===== src/hw/dsp_pkg.sv =====
`default_nettype none

package dsp_pkg;

        ////////////////////
        // datapath types
        ////////////////////

        // raw sample from the converter, unsigned
        typedef logic [7:0] sample_t;

        // signed running sum, 80 x 255 fits with margin
        typedef logic signed [15:0] corr_sum_t;

        typedef logic [1:0] sym_code_t;

        localparam sym_code_t CODE_HIGH = 2'b10;
        localparam sym_code_t CODE_LOW  = 2'b01;

        ////////////////////
        // thresholds
        ////////////////////

        // minimum rise between neighbours for a pulse edge
        localparam int JUMP_THRESHOLD_DEFAULT     = 50;

        // correlation sum above this decodes as high
        localparam int DECISION_THRESHOLD_DEFAULT = 50;

        ////////////////////
        // correlation template
        ////////////////////

        // bit i set means add sample i, clear means subtract
        // first half of the symbol positive, second half negative
        localparam logic [79:0] CORR_TEMPLATE = {{40{1'b0}}, {40{1'b1}}};

endpackage

`default_nettype wire


===== src/hw/frame_pkg.sv =====
`default_nettype none

package frame_pkg;

        ////////////////////
        // frame geometry
        ////////////////////

        localparam int unsigned SAMPLES_PER_SYMBOL = 80;
        localparam int unsigned PREAMBLE_SYMBOLS   = 7;
        localparam int unsigned DATA_SYMBOLS       = 112;

        // two code bits per data symbol
        localparam int unsigned FRAME_BITS         = 224;

        ////////////////////
        // counters and words
        ////////////////////

        // position inside one symbol, 0 to 79
        typedef logic [6:0] sample_idx_t;

        // symbol number across the whole frame, 0 to 118
        typedef logic [6:0] symbol_idx_t;

        typedef logic [FRAME_BITS-1:0] frame_word_t;

        typedef enum logic [1:0] {
                ST_IDLE,
                ST_PREAMBLE,
                ST_DECODE,
                ST_DONE
        } seq_state_t;

endpackage

`default_nettype wire

===== src/hw/ppm_decoder_top.sv =====
`timescale 1ns/100ps
`default_nettype none

module ppm_decoder_top #(
        parameter int jump_threshold     = dsp_pkg::JUMP_THRESHOLD_DEFAULT,
        parameter int decision_threshold = dsp_pkg::DECISION_THRESHOLD_DEFAULT
) (
        input  wire  clk,
        input  wire  rst_n,
        input  wire  en,
        input  wire dsp_pkg::sample_t data_in,
        output frame_pkg::frame_word_t data_out,
        output logic frame_valid
);

        import dsp_pkg::*;
        import frame_pkg::*;

        sample_t     aligned_sample;
        logic        pulse;
        logic        data_sample;
        logic        symbol_last;
        sample_idx_t sample_idx;
        logic        frame_start;
        logic        code_valid;
        sym_code_t   code;

        ////////////////////
        // pipeline
        ////////////////////

        pulse_detector #(
                .jump_threshold (jump_threshold)
        ) u_pulse_detector (
                .clk            (clk),
                .rst_n          (rst_n),
                .data_in        (data_in),
                .aligned_sample (aligned_sample),
                .pulse          (pulse)
        );

        frame_sequencer u_frame_sequencer (
                .clk         (clk),
                .rst_n       (rst_n),
                .en          (en),
                .pulse       (pulse),
                .data_sample (data_sample),
                .symbol_last (symbol_last),
                .sample_idx  (sample_idx),
                .frame_start (frame_start)
        );

        symbol_correlator #(
                .decision_threshold (decision_threshold)
        ) u_symbol_correlator (
                .clk            (clk),
                .rst_n          (rst_n),
                .aligned_sample (aligned_sample),
                .data_sample    (data_sample),
                .symbol_last    (symbol_last),
                .sample_idx     (sample_idx),
                .code_valid     (code_valid),
                .code           (code)
        );

        code_packer u_code_packer (
                .clk         (clk),
                .rst_n       (rst_n),
                .frame_start (frame_start),
                .code_valid  (code_valid),
                .code        (code),
                .data_out    (data_out),
                .frame_valid (frame_valid)
        );

endmodule

`default_nettype wire


===== src/hw/code_packer.sv =====
`timescale 1ns/100ps
`default_nettype none

module code_packer (
        input  wire  clk,
        input  wire  rst_n,
        input  wire  frame_start,
        input  wire  code_valid,
        input  wire dsp_pkg::sym_code_t code,
        output frame_pkg::frame_word_t data_out,
        output logic frame_valid
);

        import frame_pkg::*;

        localparam symbol_idx_t LAST_CODE = symbol_idx_t'(DATA_SYMBOLS - 1);

        frame_word_t shift_q;
        frame_word_t shift_next;
        symbol_idx_t count_q;

        // newest code on top, first symbol ends in bits 1:0
        assign shift_next = {code, shift_q[FRAME_BITS-1:2]};

        always_ff @(posedge clk) begin
                if (code_valid)
                        shift_q <= shift_next;
        end

        always_ff @(posedge clk or negedge rst_n) begin
                if (!rst_n) begin
                        count_q     <= '0;
                        data_out    <= '0;
                        frame_valid <= 1'b0;
                end else begin
                        frame_valid <= 1'b0;
                        if (frame_start) begin
                                count_q <= '0;
                        end else if (code_valid) begin
                                if (count_q == LAST_CODE) begin
                                        data_out    <= shift_next;
                                        frame_valid <= 1'b1;
                                        count_q     <= '0;
                                end else begin
                                        count_q <= count_q + 7'd1;
                                end
                        end
                end
        end

endmodule

`default_nettype wire


===== src/hw/symbol_correlator.sv =====
`timescale 1ns/100ps
`default_nettype none

module symbol_correlator #(
        parameter int decision_threshold = dsp_pkg::DECISION_THRESHOLD_DEFAULT
) (
        input  wire  clk,
        input  wire  rst_n,
        input  wire dsp_pkg::sample_t aligned_sample,
        input  wire  data_sample,
        input  wire  symbol_last,
        input  wire frame_pkg::sample_idx_t sample_idx,
        output logic code_valid,
        output dsp_pkg::sym_code_t code
);

        import dsp_pkg::*;

        corr_sum_t acc_q;
        corr_sum_t acc_base;
        corr_sum_t acc_next;
        corr_sum_t sample_ext;
        logic      template_bit;

        assign template_bit = CORR_TEMPLATE[sample_idx];
        assign sample_ext   = corr_sum_t'(aligned_sample);

        // fresh sum at the first sample of every symbol
        assign acc_base = (sample_idx == '0) ? '0 : acc_q;
        assign acc_next = template_bit ? (acc_base + sample_ext) : (acc_base - sample_ext);

        always_ff @(posedge clk) begin
                if (data_sample)
                        acc_q <= acc_next;
        end

        ////////////////////
        // decision
        ////////////////////

        // acc_next already holds sample 79 when symbol_last is high
        always_ff @(posedge clk) begin
                if (symbol_last)
                        code <= (acc_next > decision_threshold) ? CODE_HIGH : CODE_LOW;
        end

        always_ff @(posedge clk or negedge rst_n) begin
                if (!rst_n)
                        code_valid <= 1'b0;
                else
                        code_valid <= symbol_last;
        end

endmodule

`default_nettype wire


===== src/hw/frame_sequencer.sv =====
`timescale 1ns/100ps
`default_nettype none

module frame_sequencer (
        input  wire  clk,
        input  wire  rst_n,
        input  wire  en,
        input  wire  pulse,
        output logic data_sample,
        output logic symbol_last,
        output frame_pkg::sample_idx_t sample_idx,
        output logic frame_start
);

        import frame_pkg::*;

        localparam sample_idx_t LAST_SAMPLE     = sample_idx_t'(SAMPLES_PER_SYMBOL - 1);
        localparam symbol_idx_t LAST_PRE_SYMBOL = symbol_idx_t'(PREAMBLE_SYMBOLS - 1);
        localparam symbol_idx_t LAST_SYMBOL     =
                symbol_idx_t'(PREAMBLE_SYMBOLS + DATA_SYMBOLS - 1);

        seq_state_t  state_q;
        sample_idx_t sample_q;
        symbol_idx_t symbol_q;
        logic        seen_q;

        logic start;
        logic symbol_end;
        logic in_window;
        logic window_end;
        logic window_ok;

        assign start      = en && pulse;
        assign symbol_end = (sample_q == LAST_SAMPLE);

        ////////////////////
        // preamble checkpoints
        ////////////////////

        // symbol 1 leading edge, symbols 3 and 4 at mid symbol
        assign in_window =
                ((symbol_q == 7'd1) && (sample_q <= 7'd2)) ||
                (((symbol_q == 7'd3) || (symbol_q == 7'd4)) &&
                 (sample_q >= 7'd39) && (sample_q <= 7'd41));

        assign window_end =
                ((symbol_q == 7'd1) && (sample_q == 7'd2)) ||
                (((symbol_q == 7'd3) || (symbol_q == 7'd4)) && (sample_q == 7'd41));

        assign window_ok = seen_q || pulse;

        ////////////////////
        // state machine
        ////////////////////

        always_ff @(posedge clk or negedge rst_n) begin
                if (!rst_n) begin
                        state_q     <= ST_IDLE;
                        seen_q      <= 1'b0;
                        frame_start <= 1'b0;
                end else begin
                        frame_start <= 1'b0;
                        seen_q      <= 1'b0;
                        case (state_q)
                                ST_IDLE: begin
                                        if (start)
                                                state_q <= ST_PREAMBLE;
                                end
                                ST_PREAMBLE: begin
                                        seen_q <= in_window && window_ok;
                                        if (window_end && !window_ok) begin
                                                state_q <= ST_IDLE;
                                        end else if (symbol_end && symbol_q == LAST_PRE_SYMBOL) begin
                                                state_q     <= ST_DECODE;
                                                frame_start <= 1'b1;
                                        end
                                end
                                ST_DECODE: begin
                                        if (symbol_end && symbol_q == LAST_SYMBOL)
                                                state_q <= ST_DONE;
                                end
                                default: begin
                                        state_q <= ST_IDLE;
                                end
                        endcase
                end
        end

        // counters name the aligned sample of the current cycle
        always_ff @(posedge clk or negedge rst_n) begin
                if (!rst_n) begin
                        sample_q <= '0;
                        symbol_q <= '0;
                end else if (state_q == ST_IDLE) begin
                        // the starting pulse itself is sample 0
                        sample_q <= start ? sample_idx_t'(1) : '0;
                        symbol_q <= '0;
                end else if (symbol_end) begin
                        sample_q <= '0;
                        symbol_q <= symbol_q + 7'd1;
                end else begin
                        sample_q <= sample_q + 7'd1;
                end
        end

        assign data_sample = (state_q == ST_DECODE);
        assign symbol_last = data_sample && symbol_end;
        assign sample_idx  = sample_q;

endmodule

`default_nettype wire


===== src/hw/pulse_detector.sv =====
`timescale 1ns/100ps
`default_nettype none

module pulse_detector #(
        parameter int jump_threshold = dsp_pkg::JUMP_THRESHOLD_DEFAULT
) (
        input  wire             clk,
        input  wire             rst_n,
        input  wire dsp_pkg::sample_t data_in,
        output dsp_pkg::sample_t aligned_sample,
        output logic            pulse
);

        import dsp_pkg::*;

        sample_t data_d1;
        sample_t data_d2;

        logic signed [8:0] rise_diff;
        logic signed [8:0] next_diff;
        logic signed [8:0] next_abs;
        logic              edge_hit;

        // data_d1 is the sample under test, data_d2 before it, data_in after it
        assign rise_diff = $signed({1'b0, data_d1}) - $signed({1'b0, data_d2});
        assign next_diff = $signed({1'b0, data_in}) - $signed({1'b0, data_d1});
        assign next_abs  = (next_diff < 0) ? -next_diff : next_diff;

        // sharp rise that holds on the following sample
        assign edge_hit = (rise_diff > jump_threshold) && (next_abs < jump_threshold);

        always_ff @(posedge clk or negedge rst_n) begin
                if (!rst_n) begin
                        data_d1 <= '0;
                        data_d2 <= '0;
                        pulse   <= 1'b0;
                end else begin
                        data_d1 <= data_in;
                        data_d2 <= data_d1;
                        // lands together with data_d2 holding the same sample
                        pulse   <= edge_hit;
                end
        end

        assign aligned_sample = data_d2;

endmodule

`default_nettype wire


===== config.mk =====
export PLATFORM = sky130hd
export DESIGN_NAME = ppm_decoder_top
export DESIGN_NICKNAME = d
export VERILOG_FILES = /design/src/hw/dsp_pkg.sv /design/src/hw/frame_pkg.sv /design/src/hw/ppm_decoder_top.sv /design/src/hw/code_packer.sv /design/src/hw/symbol_correlator.sv /design/src/hw/frame_sequencer.sv /design/src/hw/pulse_detector.sv
export SDC_FILE = /design/constraint.sdc
export NUM_CORES = 1
export LEC_CHECK = 0
export BUFFER_PORTS_ARGS = -buffer_cell sky130_fd_sc_hd__buf_2
export CORE_UTILIZATION = 25
export DETAILED_ROUTE_END_ITERATION = 8
export PLACE_DENSITY = 0.5
export SKIP_CTS_REPAIR_TIMING = 1
export SYNTH_ARGS = -nofsm -noshare
export SYNTH_HDL_FRONTEND = slang
export SYNTH_HIERARCHICAL = 1
export SYNTH_SLANG_ARGS = --single-unit

===== constraint.sdc =====
create_clock -name clk -period 13.4 [get_ports clk]
set_clock_uncertainty 0.15 [all_clocks]
set_input_delay 0.67 -clock clk [delete_from_list [all_inputs] [get_ports clk]]
set_output_delay 0.67 -clock clk [all_outputs]
set_load 0.01 [all_outputs]

# Word-level counts from Yosys, hierarchy flattened
# Memories as Yosys holds them, arrays and structs flattened.
# Index checks and enable logic that the tools add are counted.
# word_totals
ff_bits,510
latchBits,0
mem_bits_rw,0
rom_bits,128
inputBits,11
out_inout_bits,225
word_cells,95
memories,1
# mem_list
memory,words,word_bits,read_ports,rd_ports_with_merged_regs,write_ports,line,source
(name not given),128,1,1,0,0,symbol_correlator.sv:25,assign template_bit = CORR_TEMPLATE[sample_idx];
# op_classes
n_addsub,8
multipliers,0
div_mod_pow,0
n_lt_le_gt_ge,8
eq_ne,14
shifts,0
n_mux,25
n_bitwise,1
n_reduce_logical,23
# ops
operator,count
two-way mux 7 bit,7
two-way mux 16 bit,2
"adder 7 x 1 -> 7 bit, second input constant",3
"== test 7 bit, second input constant",3
subtractor 8 x 8 -> 9 bit,2
adder 16 x 9 -> 16 bit,1
"> comparator 16 x 7 -> 1 bit, second input constant",1
subtractor 16 x 9 -> 16 bit,1
"== test 7 x 2 -> 1 bit, second input constant",2
"== test 7 x 3 -> 1 bit, second input constant",2
logical AND 1 bit,12
two-way mux 2 bit,5
"> comparator 9 x 7 -> 1 bit, second input constant",1
"< comparator 9 x 1 -> 1 bit, second input constant",1
"< comparator 9 x 7 -> 1 bit, second input constant",1
two-way mux 1 bit,9
two-way mux 9 bit,1
negation 9 bit,1
"< comparator 7 x 8 -> 1 bit, second input constant",1
"== test 7 x 1 -> 1 bit, second input constant",1
"== test 7 x 6 -> 1 bit, second input constant",1
">= comparator 7 x 6 -> 1 bit, second input constant",1
"less-or-equal comparator 7 x 2 -> 1 bit, second input constant",1
"less-or-equal comparator 7 x 6 -> 1 bit, second input constant",1
13 further kinds,18

# Longest topological paths before layout
# depth
ltp_word,7
mapped_depth,15

# Cells and area by module
# The synthesis kept the hierarchy.
# modules_own_cells
mod,n_inst,cells_each,area_per_inst_um2,seq_area_each_um2
code_packer,1,735,15369.7,12472.0
symbol_correlator,1,187,1759.2,565.5
pulse_detector,1,161,1430.1,425.4
frame_sequencer,1,117,1127.3,450.4

# Worst setup path after synthesis
# No wires, ideal clock.
# synth_timing
path_type,register to register
startpoint,reg u_symbol_correlator.code_valid
endpoint,reg u_code_packer.data_out[174]
setup_time_ps,128
t_arrival_ps,6790
required_ps,13122
path_slack_ps,6333
path_stages_with_launch,7
n_path_buf,3
period_less_slack_ps,7067
cell_sequence,dfrtp_1 -> buf_2 -> inv_2 -> nor4_4 -> buf_2 -> buf_4 -> mux2_1
# synth_via
elab_chain_len,1
# synth_lines
item,line,source
from (decl),symbol_correlator.sv:13,"output logic code_valid,"
from (signal assigned),symbol_correlator.sv:51,code_valid <= symbol_last;
AND reduction 3 bit (no line),n/a,
to (signal assigned),code_packer.sv:41,data_out <= shift_next;
to (decl),code_packer.sv:10,"output frame_pkg::frame_word_t data_out,"
# Every way passes these cells.
# A chain may end at the register's enable or synchronous reset.

# Worst setup path in the final report
# layout_timing
startpoint,reg u_frame_sequencer.sample_q[5] (netlist: u_frame_sequencer/sample_idx[5])
endpoint,reg u_symbol_correlator.code[1] (data pin)
# layout_via
elab_chain_len,6
word_cells_on_any_way,9
# layout_lines
item,line,source
from (decl),frame_sequencer.sv:23,sample_idx_t sample_q;
from (signal assigned),frame_sequencer.sv:96,sample_q <= start ? sample_idx_t'(1) : '0;
from (signal assigned),frame_sequencer.sv:102,sample_q <= sample_q + 7'd1;
logical NOT 7 bit,symbol_correlator.sv:29,assign acc_base = (sample_idx == '0) ? '0 : acc_q;
two-way mux 16 bit,symbol_correlator.sv:29,
subtractor 16 x 9 -> 16 bit or adder 16 x 9 -> 16 bit (tied branches),symbol_correlator.sv:30,assign acc_next = template_bit ? (acc_base + sample_ext) : (acc_base - sample_ext);
two-way mux 16 bit (*),symbol_correlator.sv:30,
> comparator 16 x 7 -> 1 bit (*),symbol_correlator.sv:44,code <= (acc_next > decision_threshold) ? CODE_HIGH : CODE_LOW;
two-way mux 2 bit (*),symbol_correlator.sv:44,
to (signal assigned),symbol_correlator.sv:44,
to (decl),symbol_correlator.sv:14,output dsp_pkg::sym_code_t code
# Every way passes the cells marked *; elsewhere a longest branch is shown, timed or not. The select of a mux whose other input is x is not followed.

==> run metrics <==
crit path kind=flip-flop to flip-flop; PD cells=141 mW/mm²; internal power=2.68 mW; Critical Path RT=13.56 ns; area of the mapped netlist=0.0197 mm²; Iteration-0 DRC Markers=577; final worst hold slack=-0.0284 ns; fraction of power spent switching nets=21.6%; TritonCTS buffer count=57; critical path startpoint category=flip-flop; Detail Route Antenna Nets=0; result of the run=finished with violations; post-layout net count=1530; maximum number of pins on one net before global-route repair=112; GPL Wtd Cong=0.823; most area-hungry cell type in the Yosys netlist=sky130_fd_sc_hd__edfxtp_1; failing checks=negative hold slack; critical path cell sequence=or4_1 > or3_1 > and2_1 > ha_1 > inv_1 > fa_1 > nor2b_4 > o2111ai_1 > a41oi_1 > or3_1 > a2111o_1 > nor4_2 > a41oi_1; setup repair after global routing missed its margin=false; deepest clock path buffer count=3; worst-margin pin slew=1.03 ns; number of max-slew violations in the final report=0; Leak Pwr=10.5 nW; Final min period=4.55 ns; maximum vdd ir drop=0.0837 mV; drt first pass iters=4; Clock Pin Slew Worst Setup and Hold Paths=0.06 ns; most frequent standard cell in the layout excluding fill and tap cells=sky130_fd_sc_hd__dfrtp_1; drt via density=4.23; maxcap violations=0; area inside the core boundary=0.0777 mm²; antenna cells=0; count of flip-flops with a built-in enable after synthesis=240; Clock Tree Root=sky130_fd_sc_hd__clkbuf_16; share of synthesized registers carrying an async set or reset=52.8%; proportion of power drawn by combinational gates=2.9%; post-route fraction of the period consumed by the critical path=33.9%; initial antenna violation count=1; Detail Placement HPWL=27400 µm; Total Wirelength=41900 µm; residual overflow from global routing=0; total routing usage reported by global routing=10.4%; top library cells by usage in the layout, fill and taps aside=sky130_fd_sc_hd__dfrtp_1, sky130_fd_sc_hd__edfxtp_1, sky130_fd_sc_hd__buf_2; slowest cell on the critical path=sky130_fd_sc_hd__or4_1; per-instance average area after synthesis=16.4 µm²; number of flip-flops and latches in the synthesized netlist=508; number of hold-slack violations in the final timing report=38; proportion of netlist area held by the largest area contributor=36.6%; arrival time reported for the critical path endpoint=4.71 ns; top area cells in the synthesized netlist=sky130_fd_sc_hd__edfxtp_1, sky130_fd_sc_hd__dfrtp_1, sky130_fd_sc_hd__mux2_1; peak per-stage delay on the critical path=0.55 ns; fraction of final layout cells with drive strength greater than 1=29.6%; post-route setup slack=8.85 ns; Hold Path Class=primary input to async pin; sequential group share of total power=47.8%; non-filler cells in the finished layout=2562; height of the die=283 µm; distinct cell type count of the synthesized netlist=81; Highest Clock Rate=220 MHz; starting utilization of the core area=25.3%; most used flip-flop cell after synthesis=sky130_fd_sc_hd__dfrtp_1; count of warnings emitted by yosys=6; PnR Total Power=3.41 mW; synthesized netlist cell count=1200; post-synthesis to final-layout area growth=22.7%; Chip Width=283 µm; floorplan die area=0.0799 mm²; Skew-Pair Late Insertion Delay=0.62 ns; Clock Power Share=49.3%; CTS H-tree lvls=2; sort of element at the end of the critical path=flip-flop; standard-cell rows=102; wire length of the first global-routing pass=65700 µm; cell count after placement=2451; clock tree from TritonCTS=built; net count after synthesis=1257; Critical Path Fanout Max=16; setup-violating endpoint count in the final report=0; max_slew headroom=31.1%; IO Pins=236; Net Switching=0.737 mW; CTS sink cnt=508; Remaining DRCs=0; routed length per placed instance=16.4 µm; number of global-route vias before repair=11200; Setup Total Neg Slack=0 ns; Seq/Total Area, Yosys=70.7%; placement-stage worst setup slack=8.87 ns; total via count after detailed routing=10800; count of buffers from port buffering=235
==> cell families (layout without fill, tap and decap cells) <==
kind of cell / Yosys count / count (layout) / synth area share (%)
simple gates: 177 / 177 / 5.24
fa+ha+maj: 46 / 46 / 3.04
buf+inv: 83 / 405 / 2.03
compound gates: 116 / 116 / 4.12
flops: 508 / 508 / 70.7
xor+xnor: 42 / 42 / 1.87
mux: 228 / 228 / 13.0
==> worst paths after layout <==
path | start | to | slack, ns | cells after the start
max | u_frame_sequencer/sample_idx[5] | u_symbol_correlator/code[1] | 8.85 | 13
min | rst_n | u_code_packer/data_out[171] | -0.03 | 1
max reg2reg | u_frame_sequencer/sample_idx[5] | u_symbol_correlator/code[1] | 8.85 | 13
min reg2reg | u_code_packer/shift_q[59] | u_code_packer/shift_q[57] | 0.26 | 0
max in group asynchronous | rst_n | u_code_packer/data_out[56] | 11.64 | 2
min in group clk | data_in[5] | u_pulse_detector/data_d1[5] | 0.04 | 1
==> critical path: cells and delay by family, from the launching register on <==
family / cells / cell delay (ns)
simple gates: 6 / 1.99
compound gates: 4 / 1.06
flops: 1 / 0.52
fa+ha+maj: 2 / 0.47
buf+inv: 1 / 0.08
==> cells in the mapped netlist, types with 12 or more instances <==
cell	instances
sky130_fd_sc_hd__dfrtp_1	268
sky130_fd_sc_hd__edfxtp_1	240
sky130_fd_sc_hd__mux2_1	149
sky130_fd_sc_hd__mux2_2	77
sky130_fd_sc_hd__inv_1	46
sky130_fd_sc_hd__ha_1	43
sky130_fd_sc_hd__nor2_1	43
sky130_fd_sc_hd__a21oi_1	29
sky130_fd_sc_hd__nand2_1	26
sky130_fd_sc_hd__xnor2_1	26
sky130_fd_sc_hd__o21ai_0	21
sky130_fd_sc_hd__and2_1	17
sky130_fd_sc_hd__buf_4	17
sky130_fd_sc_hd__xor2_1	16
sky130_fd_sc_hd__buf_2	14
sky130_fd_sc_hd__nor3_1	12
==> sequential cells by signal (all words and copies together), names as in the netlist, 7 cells and up <==
| name | cells |
|---|---|
| u_code_packer/data_out | 224 |
| u_code_packer/shift_q | 222 |
| u_symbol_correlator/acc_q | 16 |
| u_pulse_detector/aligned_sample | 8 |
| u_pulse_detector/data_d1 | 8 |
| u_code_packer/count_q | 7 |
| u_frame_sequencer/sample_idx | 7 |
| u_frame_sequencer/symbol_q | 7 |
==> per-stage QoR <==
step	util [%]	instance area, µm²
after detailed placement	28.4	22000
after global routing	31.1	24100
after global placement	28.4	22000
final	31.1	24100
after floorplan	-	19700
after CTS	31.0	24100
==> cell type report <==
class,count,area [µm²]
Fill cell,7708,53600
Sequential cell,508,13900
Multi-Input combinational cell,609,5380
Clock buffer,67,1510
Timing Repair Buffer,250,1310
Tap cell,1040,1300
Clock inverter,41,557
Inverter,47,176
==> routing by layer <==
metal	up-vias	GRT usage [%]	routed length, µm
met3	60	2.78	2580
li1	4987	-	-
met1	5580	13.8	19000
met5	-	0	0
met2	207	16.7	19500
met4	0	2.88	850
==> power groups by stage <==
stage	Clock, mW	Sequential [mW]	Combinational [mW]
floorplan	0	1.66	0.0640
global placement	0	1.66	0.0977
detailed placement	0	1.66	0.101
CTS	1.75	1.63	0.101
global route	1.81	1.63	0.114
finish	1.68	1.63	0.0999
Power figures use the tool's default switching activity.
